File: src/source/noc_consts.svh
`ifndef NOC_CONSTS_SVH
`define NOC_CONSTS_SVH

// ------------------------------------------------------------
// Torus dimensions
// ------------------------------------------------------------

`define NOC_XSIZE 4          // Nodes on each X ring
`define NOC_YSIZE 4          // Nodes on each Y ring
`define NOC_ZSIZE 4          // Nodes on each Z ring

`define NOC_COORD_W 2        // Bits per coordinate, enough for one ring

// ------------------------------------------------------------
// Flit and buffer sizing
// ------------------------------------------------------------

`define NOC_DATA_W 32        // Data word of one flit, header or payload

`define NOC_FIFO_DEPTH 4     // Input buffer entries

// Six coordinate fields sit in the header, the rest is tag
`define NOC_TAG_W (`NOC_DATA_W - 6 * `NOC_COORD_W)

`endif

File: src/source/noc_pkg.sv
`default_nettype none

`include "noc_consts.svh"

package noc_pkg;

    // Output direction, same encoding the router ports use
    typedef enum logic [2:0] {
        DIR_INJECT = 3'd0,
        DIR_XPOS   = 3'd1,
        DIR_YPOS   = 3'd2,
        DIR_ZPOS   = 3'd3,
        DIR_XNEG   = 3'd4,
        DIR_YNEG   = 3'd5,
        DIR_ZNEG   = 3'd6,
        DIR_EJECT  = 3'd7
    } dir_t;

    typedef enum logic [1:0] {
        KIND_BODY      = 2'd0,
        KIND_HEAD      = 2'd1,
        KIND_TAIL      = 2'd2,
        KIND_HEAD_TAIL = 2'd3     // Single-flit packet
    } flit_kind_t;

    // ------------------------------------------------------------
    // Flit layout
    // ------------------------------------------------------------

    typedef struct packed {
        logic [`NOC_TAG_W-1:0]   tag;
        logic [`NOC_COORD_W-1:0] src_z;
        logic [`NOC_COORD_W-1:0] src_y;
        logic [`NOC_COORD_W-1:0] src_x;
        logic [`NOC_COORD_W-1:0] dst_z;
        logic [`NOC_COORD_W-1:0] dst_y;
        logic [`NOC_COORD_W-1:0] dst_x;
    } head_t;

    // Head flits read the word as coordinates, body flits as raw payload
    typedef union packed {
        head_t                  head;
        logic [`NOC_DATA_W-1:0] payload;
    } flit_data_u;

    typedef struct packed {
        flit_kind_t kind;
        flit_data_u data;
    } flit_t;

    function automatic logic is_head(input flit_kind_t kind);
        return (kind == KIND_HEAD) || (kind == KIND_HEAD_TAIL);
    endfunction

    function automatic logic is_tail(input flit_kind_t kind);
        return (kind == KIND_TAIL) || (kind == KIND_HEAD_TAIL);
    endfunction

endpackage

`default_nettype wire

File: src/source/flit_fifo.sv
`default_nettype none

`include "noc_consts.svh"

module flit_fifo (
    input  logic           clk,
    input  logic           rst,
    input  logic           in_valid,
    input  noc_pkg::flit_t in_flit,
    output logic           in_ready,
    output logic           out_valid,
    output noc_pkg::flit_t out_flit,
    input  logic           out_ready
);

    localparam int depth = `NOC_FIFO_DEPTH;
    localparam int ptr_w = $clog2(depth);
    localparam int cnt_w = $clog2(depth + 1);

    noc_pkg::flit_t   mem [depth];
    logic [ptr_w-1:0] wr_ptr;
    logic [ptr_w-1:0] rd_ptr;
    logic [cnt_w-1:0] count;
    logic             wr_en;
    logic             rd_en;

    assign in_ready  = (count != cnt_w'(depth));    // Free space only
    assign out_valid = (count != '0);
    assign out_flit  = mem[rd_ptr];                 // Head of queue, shows after the write edge

    assign wr_en = in_valid && in_ready;
    assign rd_en = out_valid && out_ready;

    always_ff @(posedge clk) begin
        if (wr_en) begin
            mem[wr_ptr] <= in_flit;
        end
    end

    // ------------------------------------------------------------
    // Pointers and occupancy
    // ------------------------------------------------------------

    always_ff @(posedge clk) begin
        if (rst) begin
            wr_ptr <= '0;
            rd_ptr <= '0;
            count  <= '0;
        end else begin
            if (wr_en) begin
                wr_ptr <= (wr_ptr == ptr_w'(depth - 1)) ? '0 : wr_ptr + 1'b1;
            end
            if (rd_en) begin
                rd_ptr <= (rd_ptr == ptr_w'(depth - 1)) ? '0 : rd_ptr + 1'b1;
            end
            case ({wr_en, rd_en})
                2'b10:   count <= count + 1'b1;
                2'b01:   count <= count - 1'b1;
                default: count <= count;            // Both or neither leave it unchanged
            endcase
        end
    end

endmodule

`default_nettype wire

File: src/source/output_stage.sv
`default_nettype none

module output_stage (
    input  logic           clk,
    input  logic           rst,
    input  logic           in_valid,
    input  noc_pkg::flit_t in_flit,
    input  noc_pkg::dir_t  in_dir,
    output logic           in_ready,
    output logic [6:0]     out_valid,
    output noc_pkg::flit_t out_flit,
    input  logic [6:0]     out_ready
);

    logic [6:0] dir_onehot;
    logic       busy;
    logic       leaving;

    // Bit i stands for direction i+1, so eject lands on bit 6
    always_comb begin
        case (in_dir)
            noc_pkg::DIR_XPOS:  dir_onehot = 7'b000_0001;
            noc_pkg::DIR_YPOS:  dir_onehot = 7'b000_0010;
            noc_pkg::DIR_ZPOS:  dir_onehot = 7'b000_0100;
            noc_pkg::DIR_XNEG:  dir_onehot = 7'b000_1000;
            noc_pkg::DIR_YNEG:  dir_onehot = 7'b001_0000;
            noc_pkg::DIR_ZNEG:  dir_onehot = 7'b010_0000;
            default:            dir_onehot = 7'b100_0000;    // Eject, inject is never a way out
        endcase
    end

    assign busy     = |out_valid;
    assign leaving  = |(out_valid & out_ready);   // Only the selected output's ready counts
    assign in_ready = !busy || leaving;

    always_ff @(posedge clk) begin
        if (rst) begin
            out_valid <= '0;
        end else if (in_ready) begin
            out_valid <= in_valid ? dir_onehot : 7'b000_0000;
        end
    end

    always_ff @(posedge clk) begin
        if (in_valid && in_ready) begin
            out_flit <= in_flit;
        end
    end

endmodule

`default_nettype wire

File: src/source/port_ctrl.sv
`default_nettype none

module port_ctrl (
    input  logic           clk,
    input  logic           rst,
    input  logic           rc_valid,
    input  noc_pkg::flit_t rc_flit,
    input  noc_pkg::dir_t  rc_dir,
    output logic           rc_ready,
    output logic           fwd_valid,
    output noc_pkg::flit_t fwd_flit,
    output noc_pkg::dir_t  fwd_dir,
    input  logic           fwd_ready
);

    logic          in_pkt;            // Between a head and its tail
    logic          in_pkt_next;
    noc_pkg::dir_t held_dir;          // Direction of the current or last packet
    logic          head;
    logic          tail;
    logic          xfer;

    assign head = noc_pkg::is_head(rc_flit.kind);
    assign tail = noc_pkg::is_tail(rc_flit.kind);
    assign xfer = rc_valid && fwd_ready;

    // ------------------------------------------------------------
    // Forwarding path, no storage
    // ------------------------------------------------------------

    assign fwd_valid = rc_valid;
    assign fwd_flit  = rc_flit;
    assign rc_ready  = fwd_ready;

    // Only heads carry a fresh route, the rest follow it
    assign fwd_dir = head ? rc_dir : held_dir;

    // ------------------------------------------------------------
    // Packet state
    // ------------------------------------------------------------

    always_comb begin
        in_pkt_next = in_pkt;
        if (head) begin
            in_pkt_next = !tail;      // A head-tail packet is done at once
        end else if (tail) begin
            in_pkt_next = 1'b0;
        end
    end

    always_ff @(posedge clk) begin
        if (rst) begin
            in_pkt   <= 1'b0;
            held_dir <= noc_pkg::DIR_EJECT;   // Stray flits after reset stay local
        end else if (xfer) begin
            in_pkt <= in_pkt_next;
            if (head) begin
                held_dir <= rc_dir;
            end
        end
    end

endmodule

`default_nettype wire

File: src/source/route_comp.sv
`default_nettype none

`include "noc_consts.svh"

module route_comp #(
    parameter int cur_x = 0,
    parameter int cur_y = 0,
    parameter int cur_z = 0
) (
    input  logic           clk,
    input  logic           rst,
    input  logic           in_valid,
    input  noc_pkg::flit_t in_flit,
    output logic           in_ready,
    output logic           out_valid,
    output noc_pkg::flit_t out_flit,
    output noc_pkg::dir_t  out_dir,
    input  logic           out_ready
);

    logic [`NOC_COORD_W-1:0] dist_x;
    logic [`NOC_COORD_W-1:0] dist_y;
    logic [`NOC_COORD_W-1:0] dist_z;
    noc_pkg::dir_t           next_dir;
    logic                    load;

    // Hops from here to dst going the positive way round one ring
    function automatic logic [`NOC_COORD_W-1:0] fwd_dist(
        input logic [`NOC_COORD_W-1:0] dst,
        input int                      cur,
        input int                      size
    );
        int d;
        d = (int'(dst) + size - cur) % size;
        return d[`NOC_COORD_W-1:0];
    endfunction

    // ------------------------------------------------------------
    // Dimension order X, Y, Z with shortest way round each ring
    // ------------------------------------------------------------

    assign dist_x = fwd_dist(in_flit.data.head.dst_x, cur_x, `NOC_XSIZE);
    assign dist_y = fwd_dist(in_flit.data.head.dst_y, cur_y, `NOC_YSIZE);
    assign dist_z = fwd_dist(in_flit.data.head.dst_z, cur_z, `NOC_ZSIZE);

    always_comb begin
        if (dist_x != '0) begin
            next_dir = (dist_x <= `NOC_XSIZE / 2) ? noc_pkg::DIR_XPOS : noc_pkg::DIR_XNEG;
        end else if (dist_y != '0) begin
            next_dir = (dist_y <= `NOC_YSIZE / 2) ? noc_pkg::DIR_YPOS : noc_pkg::DIR_YNEG;
        end else if (dist_z != '0) begin
            next_dir = (dist_z <= `NOC_ZSIZE / 2) ? noc_pkg::DIR_ZPOS : noc_pkg::DIR_ZNEG;
        end else begin
            next_dir = noc_pkg::DIR_EJECT;      // Arrived at this node
        end
    end

    // Stage takes a flit when empty or when its own flit leaves this edge
    assign in_ready = !out_valid || out_ready;
    assign load     = in_valid && in_ready;

    always_ff @(posedge clk) begin
        if (rst) begin
            out_valid <= 1'b0;
        end else if (in_ready) begin
            out_valid <= in_valid;
        end
    end

    always_ff @(posedge clk) begin
        if (load) begin
            out_flit <= in_flit;
            out_dir  <= next_dir;               // Garbage for body flits, ignored downstream
        end
    end

endmodule

`default_nettype wire

File: src/source/router_input_port.sv
`default_nettype none

module router_input_port #(
    parameter int cur_x = 0,
    parameter int cur_y = 0,
    parameter int cur_z = 0
) (
    input  logic           clk,
    input  logic           rst,
    input  logic           in_valid,
    input  noc_pkg::flit_t in_flit,
    output logic           in_ready,
    output logic [6:0]     out_valid,
    output noc_pkg::flit_t out_flit,
    input  logic [6:0]     out_ready
);

    // ------------------------------------------------------------
    // Stage links
    // ------------------------------------------------------------

    logic           fifo_valid;
    noc_pkg::flit_t fifo_flit;
    logic           fifo_ready;

    logic           rc_valid;
    noc_pkg::flit_t rc_flit;
    noc_pkg::dir_t  rc_dir;
    logic           rc_ready;

    logic           fwd_valid;
    noc_pkg::flit_t fwd_flit;
    noc_pkg::dir_t  fwd_dir;
    logic           fwd_ready;

    flit_fifo u_fifo (
        .clk       (clk),
        .rst       (rst),
        .in_valid  (in_valid),
        .in_flit   (in_flit),
        .in_ready  (in_ready),
        .out_valid (fifo_valid),
        .out_flit  (fifo_flit),
        .out_ready (fifo_ready)
    );

    route_comp #(
        .cur_x (cur_x),
        .cur_y (cur_y),
        .cur_z (cur_z)
    ) u_route_comp (
        .clk       (clk),
        .rst       (rst),
        .in_valid  (fifo_valid),
        .in_flit   (fifo_flit),
        .in_ready  (fifo_ready),
        .out_valid (rc_valid),
        .out_flit  (rc_flit),
        .out_dir   (rc_dir),
        .out_ready (rc_ready)
    );

    port_ctrl u_port_ctrl (
        .clk       (clk),
        .rst       (rst),
        .rc_valid  (rc_valid),
        .rc_flit   (rc_flit),
        .rc_dir    (rc_dir),
        .rc_ready  (rc_ready),
        .fwd_valid (fwd_valid),
        .fwd_flit  (fwd_flit),
        .fwd_dir   (fwd_dir),
        .fwd_ready (fwd_ready)
    );

    output_stage u_output_stage (
        .clk       (clk),
        .rst       (rst),
        .in_valid  (fwd_valid),
        .in_flit   (fwd_flit),
        .in_dir    (fwd_dir),
        .in_ready  (fwd_ready),
        .out_valid (out_valid),
        .out_flit  (out_flit),
        .out_ready (out_ready)
    );

endmodule

`default_nettype wire

File: config.mk
export PLATFORM = sky130hd
export DESIGN_NAME = router_input_port
export DESIGN_NICKNAME = d
export VERILOG_FILES = /design/src/source/noc_pkg.sv /design/src/source/flit_fifo.sv /design/src/source/output_stage.sv /design/src/source/port_ctrl.sv /design/src/source/route_comp.sv /design/src/source/router_input_port.sv
export VERILOG_INCLUDE_DIRS = /design/src /design/src/source
export SDC_FILE = /design/constraint.sdc
export NUM_CORES = 1
export LEC_CHECK = 0
export BUFFER_PORTS_ARGS = -buffer_cell sky130_fd_sc_hd__buf_2
export CORE_MARGIN = 2
export CORE_UTILIZATION = 58
export DETAILED_ROUTE_END_ITERATION = 6
export PLACE_DENSITY = 0.82
export SLEW_MARGIN = 20
export SYNTH_ARGS = -nofsm -noshare
export SYNTH_HDL_FRONTEND = slang
export SYNTH_HIERARCHICAL = 1
export SYNTH_SLANG_ARGS = --single-unit
File: constraint.sdc
create_clock -name clk -period 4.1 [get_ports clk]
set_input_delay 0.82 -clock clk [delete_from_list [all_inputs] [get_ports clk]]
set_output_delay 0.82 -clock clk [all_outputs]
set_load 0.1 [all_outputs]
# == Yosys cells after proc, flatten, opt, wreduce, memory -nomap -nowiden ==
# Memories as Yosys holds them, arrays and structs flattened. A register that Yosys moved wholly into a read port is not among the register bits.
# Index checks and enable logic that the tools add are counted.
# word_totals
reg_bits,89
ram_bits,136
input_bits,44
out_inout_bits,42
elab_cells,67
memories,1
# op_classes
add_sub_neg,7
order_cmp,3
eq_ne,13
n_mux,16
bitwise_logic,1
reduce_logical,15
# memory_table
memory,depth,width,read_ports,rd_clocked_by_memory_dff,write_ports,line_no,text
u_fifo.mem,4,34,1,1,1,flit_fifo.sv:20,noc_pkg::flit_t mem [depth];
# ops
operator,n
$pmux 7 s6,1
$mux 3,7
$reduce_or 7->1,2
$add 2x1->2 const B,5
$eq 3x3->1 const B,3
$eq 2x2->1 const B,4
$mux 2,4
$reduce_bool 2->1,4
$and 7x7->7,1
$mux 7,1
$eq 3x2->1 const B,2
$le 2x2->1 const B,3
$pmux 3 s2,1
$eq 2x1->1 const B,2
$add 3x1->3 const B,1
$eq 3x1->1 const B,1
$logic_and 1x1->1,3
$logic_or 1x1->1,3
$ne 3x3->1 const B,1
$reduce_bool 3->1,1
$sub 3x1->3 const B,1
$logic_not 1->1,2
$mux 1,2

# == Longest topological paths before layout ==
# Gate-level depths: netlist (run 1).
# depth
word_depth,7
ltp_mapped,14

# == By module ==
# The synthesis (run 1) kept the hierarchy.
# modules_own_cells
mod,instances,cells_per_inst,area_per_inst_um2
flit_fifo,1,230,5391.4
output_stage,1,82,1411.4
route_comp,1,50,1221.2
port_ctrl,1,52,426.7

# == Worst setup path after synthesis (run 1) ==
# Ideal clock, no wire load.
# synth_path
path_kind,flip-flop to flip-flop
startpoint,register u_output_stage.out_valid[2]
endpoint,register u_fifo.count[2]
setup_ns,0.070
arrival_ns,3.429
required_ns,4.030
slack_ns,0.601
path_stages_with_launch,14
synth_period_minus_slack_ns,3.499
path_cell_list,dfxtp_1 -> or4_4 -> nor4_4 -> nand2b_2 -> buf_4 -> nand2b_1 -> o31ai_1 -> inv_1 -> ha_1 -> inv_1 -> fa_1 -> xor2_1 -> or3_2 -> a21oi_1
# synth_via
elab_chain_cells,7
elab_cells_between_ends,11
classes_between,eq/ne: 2; mux: 1; bitwise: 1; reduce/logical: 7
# synth_rtl
item,line_no,text
"start, declared",output_stage.sv:10,"output logic [6:0] out_valid,"
"start signal, assigned",output_stage.sv:40,out_valid <= in_valid ? dir_onehot : 7'b000_0000;
$and 7x7->7 or $reduce_or 7->1 (tied branches),"output_stage.sv:33, output_stage.sv:32",
$reduce_or 7->1 or $logic_not 1->1 (tied branches),"output_stage.sv:33, output_stage.sv:34",
$logic_or 1x1->1 (*),output_stage.sv:34,assign in_ready = !busy || leaving;
net fwd_ready,router_input_port.sv:34,logic fwd_ready;
$logic_or 1x1->1 (*),route_comp.sv:59,assign in_ready = !out_valid || out_ready;
net fifo_ready,router_input_port.sv:24,logic fifo_ready;
$logic_and 1x1->1 (*),flit_fifo.sv:32,assign rd_en = out_valid && out_ready;
net u_fifo.rd_en,flit_fifo.sv:25,logic rd_en;
$eq 2x1->1 or $eq 2x2->1 (tied branches),flit_fifo.sv:56,"case ({wr_en, rd_en})"
$pmux 3 s2 or $reduce_bool 2->1 (tied branches),-,
"end signal, assigned",flit_fifo.sv:57,2'b10: count <= count + 1'b1;
"end signal, assigned",flit_fifo.sv:58,2'b01: count <= count - 1'b1;
"end signal, assigned",flit_fifo.sv:59,default: count <= count;
"end, declared",flit_fifo.sv:23,logic [cnt_w-1:0] count;
# The timed path passes the listed nets; every way through them passes the cells marked *.
# A chain may end at the register's enable or synchronous reset.

# == Final worst setup path (run 1) ==
# Ends and elaborated chain as after synthesis.

==> results.md, run 1 <==
- Worst path required time: 4.53 ns
- Die area: around 16,000 µm²
- Grt met3 use: under 10%
- Combinational power share: 28.3%
- Worst setup SP type: flip-flop
- Post-synth top cells: edfxtp_1 (207), buf_4 (39), mux4_2 (34), dfxtp_1 (20), a21oi_1 (13)
- Final hold vios: 0
- Vias in the first global route: 3,962
- Hold-fix buffers, CTS: 0
- Total GRT Usage: 18.0%
- Reg2reg start: u_output_stage/out_valid[2]
- Top_reg_cell synth: edfxtp_1
- Sw Ratio: a little over a third
- Internal power: 0.00501 W
- Max Root-Sink Buffers: 3
- Clock tree sinks: 227
- Seq/Total Area, Yosys: 78.3%
- CTS root buffer: clkbuf_16
- Max_cap viols: 0
- Clock share of power: 26.1%
- Critical Path AT: 3.67 ns
- Share of layout cells above drive strength 1: 34.9%
- R2R Setup Slk: 0.86 ns
- Critical Path End: u_fifo/count[2]
- Yosys reg bits: 227
- Post-DRT Antenna Nets: 0
- Pwr Density: between 800 and 900 nW/µm²
- M1 GR Usage: 22.8%
- First-pass GRT wire length: roughly 21,000 µm
- Most Crowded Layer GR: met2
- Sequential fraction of design power: 45.5%
- Largest net degree at the start of global routing: 38
- Width of the die: 125 µm
- CTS tree: yes
- Core Region: 14,400 µm²
- Worst R2R End: u_fifo/count[2]
- Least-Margin Pin Slew: 0.981 ns
- Initial antenna violation count: 0
- Final worst-path cycle share: 78.9%
- Num CTS Buffers: 23
- Fmax: 309 MHz
- NetSw: 0.00273 W
- Post-synth EDFFs: 207
- WS Path Type: flip-flop to flip-flop
- Synthesized area per cell: 20.4 µm²
- RSZ-0062 raised after global routing: false
- Count leader, synth: edfxtp_1
- Std cell rows: between 40 and 50
- Initial Util: approximately 59%
- Final setup vio count: 0
- Synth Instances: 414
- H-Tree Depth: 1
- N_diodes: 0
- Detailed Place HPWL: ~7700 µm
- Cell variety after synth: 44
- Worst clock skew: 0.0122 ns
- Insertion delay to the later sink of the worst-skew pair: 0.51 ns
- Worst setup path start: u_output_stage/out_valid[2]
- Vias: 3,821
- TritonRoute pass-1 iters: 4
- Fin Setup TNS: 0 ns
- Top cell type's share of synthesized area: about three quarters
- Top Ports: 86
- Synth area leader: edfxtp_1
- Fraction of registers with async set/reset: 0%
- Pleak: 3.28 nW
- Crit Path Max Fanout: 8
- Nets: between 500 and 600
- Reg clk slew, reported paths: 0.06 ns
- Min Tclk post-route: between 3 and 4 ns
- Min Hold Slack: 0.417 ns
- # resized after CTS: 0
- Reg2Reg Depth: 12
- # port buffers: 85
- # DRC: 0
- Top cells by area, synth: edfxtp_1 (74%), mux4_2 (9.1%), dfxtp_1 (4.7%), buf_4 (3.5%), ha_1 (1.0%)
- Wire per inst: 20.1 µm
- Worst hold path type: flip-flop to flip-flop
- Final Wtd Congestion: 0.804
- Outcome: finished, final reports clean
- Fin util: between 60 and 70%
- Syn nets: 466
- DR vias/cell: 5.63
- Area Overhead vs Synth: 12.7%
- Setup Fix Bufs, Post-CTS: 0
- Critical Path End Type: flip-flop
- DRT Wirelength: 13,700 µm
- Synth warnings: 6
- Max Slew Vio Count: 0
- Fill count: 929
- Synth Cell Area: 8450 µm²
- Peak supply drop: 0.000555 V
- GR Overflow Total: 0
- Die Y: about 120 µm
- Initial DRC count: 254
- Slew margin rel.: 34.6%
- Met2 usage: around a third
-- state kept, by name, summed over array words and instances, names as in the netlist, named ones only --
signal                    cells
u_fifo/count                  3
u_fifo/mem                  136
u_fifo/rd_ptr                 2
u_fifo/wr_ptr                 2
u_output_stage/out_flit      34
u_output_stage/out_valid      7
u_port_ctrl/held_dir          3
u_route_comp/out_dir          3
u_route_comp/out_flit        34
u_route_comp/out_valid        1
-- cells in the final DEF (no fill, tap or decap), types with 5 or more instances in the layout --
cell type,Yosys,routed
edfxtp_1,207,207
buf_2,2,85
mux4_2,34,34
clkbuf_16,0,23
dfxtp_1,20,18
a21oi_1,13,13
nor2_1,11,11
nand2_1,11,11
inv_1,9,9
ha_1,7,7
clkbuf_1,1,5
clkinv_1,0,5
mux2i_1,5,5
-- worst max-delay path, stage by stage, from the launching register on --
cell	delay, ns
dfxtp_1	0.33
or4_4	0.55
nor4_4	0.33
nand2b_2	0.23
nand2b_1	0.14
o31ai_1	0.14
inv_1	0.09
ha_1	0.17
inv_1	0.06
fa_1	0.37
xor2_1	0.16
or3_2	0.43
a21oi_1	0.15
-- cells by family (layout without fill, tap and decap cells) --
group	after synthesis	in the layout	synth area share, %
flip-flops	227	227	78.3
buffers and inverters	56	137	4.35
AND/OR/NAND/NOR	50	50	3.45
multiplexers	42	42	10.1
AO/OA/AOI/OAI	28	28	2.27
adder cells (fa/ha/maj)	8	8	1.27
XOR/XNOR	3	3	0.311
-- metrics by stage --
step                      setup WS (ns)  power, W  area, µm²  cells
after global routing              0.678   0.00802       9530    679
final                             0.865   0.00774       9530    679
after floorplan                   0.601   0.00557       8450    414
after detailed placement          0.559   0.00576       8790    637
after global placement            0.798   0.00569       8790    637
after CTS                         0.876   0.00781       9530    679
-- layout make-up --
| cell class | count | area, µm² | share of cell area (%) |
|---|---|---|---|
| flip-flops and latches | 227 | 6620 | 69.5 |
| clock inverters | 14 | 145 | 1.52 |
| repair buffers | 86 | 433 | 4.54 |
| clock buffers | 28 | 594 | 6.24 |
| inverters | 9 | 33.8 | 0.355 |
| well taps | 184 | 230 | 2.42 |
| multi-input cells | 131 | 1470 | 15.4 |
-- power groups by stage --
| stage | Clock [W] | Sequential [W] | Combinational, W |
|---|---|---|---|
| floorplan | 0 | 0.00443 | 0.00114 |
| global placement | 0 | 0.00355 | 0.00214 |
| detailed placement | 0 | 0.00358 | 0.00219 |
| CTS | 0.00206 | 0.00354 | 0.00221 |
| global route | 0.00215 | 0.00358 | 0.00229 |
| finish | 0.00202 | 0.00352 | 0.00219 |
-- per-layer routing --
metal | part of all wire, % | vias up
li1 | - | 1740
met1 | 39 | 1925
met2 | 53 | 131
met3 | 6.3 | 25
met4 | 2.4 | 0
met5 | 0 | -
-- worst min-delay path by stage --
stage | startpoint | endpoint | slack, ns | depth (start not counted)
2_1_floorplan | u_fifo/rd_ptr[0] | flip-flop | 0.46 | 2
3_3_place_gp | u_route_comp/out_flit[14] | u_output_stage/out_flit[14] | 0.40 | 0
3_5_place_dp | u_route_comp/out_flit[22] | u_output_stage/out_flit[22] | 0.40 | 0
4_1_cts | u_route_comp/out_flit[22] | u_output_stage/out_flit[22] | 0.42 | 0
5_1_grt | u_route_comp/out_flit[14] | u_output_stage/out_flit[14] | 0.42 | 0
6_report | u_route_comp/out_flit[7] | u_output_stage/out_flit[7] | 0.42 | 0
Note: power is estimated with default switching activity, not from simulation.
==> run 2: changes to the inputs <==
Clock period 4.1 ns to 3.3 ns, I/O delays scaled along.
==> results.md, run 2 (synthesis gave the netlist of run 1 again) <==
- Std cell rows: 44 (unchanged)
- Most used cell along the critical path: inv_1
- Worst path required time: 3.71 ns (-0.82 ns)
- # resized after CTS: 0 (unchanged)
- Min Tclk post-route: 3.04 ns (-0.194 ns)
- Fill count: 930 (+0.11%)
- Initial DRC count: 235 (-7.5%)
- Reg2Reg Depth: 12 (unchanged)
- Clock tree sinks: 227 (unchanged)
- CTS tree: yes
- Largest net degree at the start of global routing: 38 (unchanged)
- CTS root buffer: clkbuf_16
- N_diodes: 0 (unchanged)
- Worst Hold Depth: 1 (+1)
- Final setup vio count: 0 (unchanged)
- Initial Util: 58.8% (unchanged)
- Placed Area: 8820 µm² (+0.36%)
- WHS Endpoint: u_fifo/mem[0][15]
- Max Slew Vio Count: 0 (unchanged)
- Slowest Stage Delay on Critical Path: 0.55 ns (about the same)
- Worst Slack Setup Final: 0.259 ns (-0.606 ns)
- # DRC: 0 (unchanged)
- Worst clock skew: 0.0120 ns (-0.000221 ns)
- Critical Path End Type: flip-flop
- RSZ-0062 raised after global routing: false
- Reg clk slew, reported paths: 0.06 ns (about the same)
- Vias in the first global route: 4,003 (+1.0%)
- Vias: 3,831 (+0.26%)
- Die area: 15,600 µm² (unchanged)
- Outcome: finished, final reports clean
- Insertion delay to the later sink of the worst-skew pair: 0.49 ns (-0.02 ns)
- Crit Path Max Fanout: 4 (-4)
- Area Overhead vs Synth: 12.6% (about the same)
- Num CTS Buffers: 22 (-4.3%)
- Regs by FF count: u_fifo/mem (136), u_output_stage/out_flit (34), u_route_comp/out_flit (34)
- Max reg flops: 136 (unchanged)
- Post-DRT Antenna Nets: 0 (unchanged)
- Worst R2R End: u_fifo/count[2]
- Share of layout cells above drive strength 1: 36.7% (+1.7 points)
- Family with the most delay on the worst path: simple AND/OR/NAND/NOR gates
- Core Region: 14,400 µm² (unchanged)
- Detailed Place HPWL: 7740 µm (about the same)
- Worst hold path type: input pin to flip-flop
- # port buffers: 85 (unchanged)
- First-pass GRT wire length: 21,200 µm (-1.2%)
- Peak supply drop: 0.000487 V (-12%)
- Nets: 532 (+0.38%)
- Worst setup SP type: flip-flop
- Worst-path cell chain: or4_4 -> nor4_4 -> nand2b_2 -> nand2b_1 -> o31ai_1 -> inv_1 -> ha_1 -> inv_1 -> fa_1 -> xor2_1 -> or3_2 -> a21oi_1
- TritonRoute pass-1 iters: 5 (+1)
- Fmax: 329 MHz (+6.4%)
- H-Tree Depth: 1 (unchanged)
- Max_cap viols: 0 (unchanged)
- Final worst-path cycle share: 92.1% (+13 points)
- Commonest non-fill, non-tap cell in the layout: edfxtp_1
- R2R Setup Slk: 0.26 ns (-0.61 ns)
- CP Buf/Inv Count: 2 (unchanged)
- Final Wtd Congestion: 0.815 (+1.3%)
- DR vias/cell: 5.63 (+0.11%)
- Top reg by flops: u_fifo/mem
- Width of the die: 125 µm (unchanged)
- Register Area: 6630 µm² (+0.13%)
- Wire per inst: 19.5 µm (-2.9%)
- Reg2reg start: u_output_stage/out_valid[2]
- Setup Fix Bufs, Post-CTS: 0 (unchanged)
- GR Overflow Total: 0 (unchanged)
- Worst slack, placed: 0.119 ns (-0.441 ns)
- Most frequent cells in the layout: edfxtp_1 (207), buf_2 (85), mux4_2 (34)
- Critical Path AT: 3.45 ns (-0.22 ns)
- Max Root-Sink Buffers: 3 (unchanged)
- Fin Setup TNS: 0 ns (unchanged)
- Initial antenna violation count: 0 (unchanged)
- Pleak: 3.28 nW (+0.15%)
- Multi-input gate area: 1470 µm² (unchanged)
- Worst path slowest cell: or4_4
- Die Y: 125 µm (unchanged)
- DRT Wirelength: 13,300 µm (-2.8%)
- Least-Margin Pin Slew: 0.962 ns (-0.0182 ns)
- Worst Hold Launch: in_flit[15]
- Hold-fix buffers, CTS: 0 (unchanged)
- Top Ports: 86 (unchanged)
- Design Area, Final: 9520 µm² (about the same)
- Total GRT Usage: 17.5% (-0.54 points)
- Pwr Density: 1000 nW/µm² (+23%)
- Slew margin rel.: 35.8% (+1.2 points)
- WS Path Type: flip-flop to flip-flop
- Final hold vios: 0 (unchanged)
run 2: layer usage:
layer  vias to the layer above  wire (µm)  share of wire [%]  GRT usage [%]
met4                         0        337                2.5           5.88
met3                        29        745                5.6           3.82
li1                       1741          -                  -              -
met5                         -          0                  0              0
met1                      1940       5230                 39           22.0
met2                       121       6970                 52           30.4
run 2: worst max-delay path by stage:
stage,from,end,slack (ns),cells after the start
final,u_output_stage/out_valid[2],u_fifo/count[2],0.26,12
after global routing,u_output_stage/out_valid[2],u_fifo/count[2],0.07,12
after CTS,u_output_stage/out_valid[2],u_fifo/count[2],0.25,12
after detailed placement,out_ready[0],u_fifo/count[2],0.12,13
after global placement,out_ready[0],u_fifo/count[2],0.30,13
after floorplan,u_output_stage/out_valid[2],u_fifo/count[2],0.04,13
run 2: where the power goes:
group	internal, W	leakage, nW	total, W	switching (W)
clock	0.00143	0.347	0.00238	0.000956
sequential	0.00404	2.09	0.00432	0.000282
combinational	0.000697	0.851	0.00281	0.00211
run 2: per-stage QoR:
step           power (W)  utilization, %  hold slack [ns]  instances
2_1_floorplan    0.00692               -            0.463        414
3_3_place_gp     0.00710            61.4            0.405        640
3_5_place_dp     0.00718            61.4            0.405        640
4_1_cts          0.00960            66.2            0.362        680
5_1_grt          0.00991            66.2            0.370        680
6_report         0.00951            66.2            0.378        680
run 2: cell type report:
class,count,area share [%]
Clock inverter,12,1.10
Sequential cell,227,69.6
Timing Repair Buffer,89,4.79
Inverter,9,0.355
Multi-Input combinational cell,131,15.4
Clock buffer,28,6.25
Tap cell,184,2.42
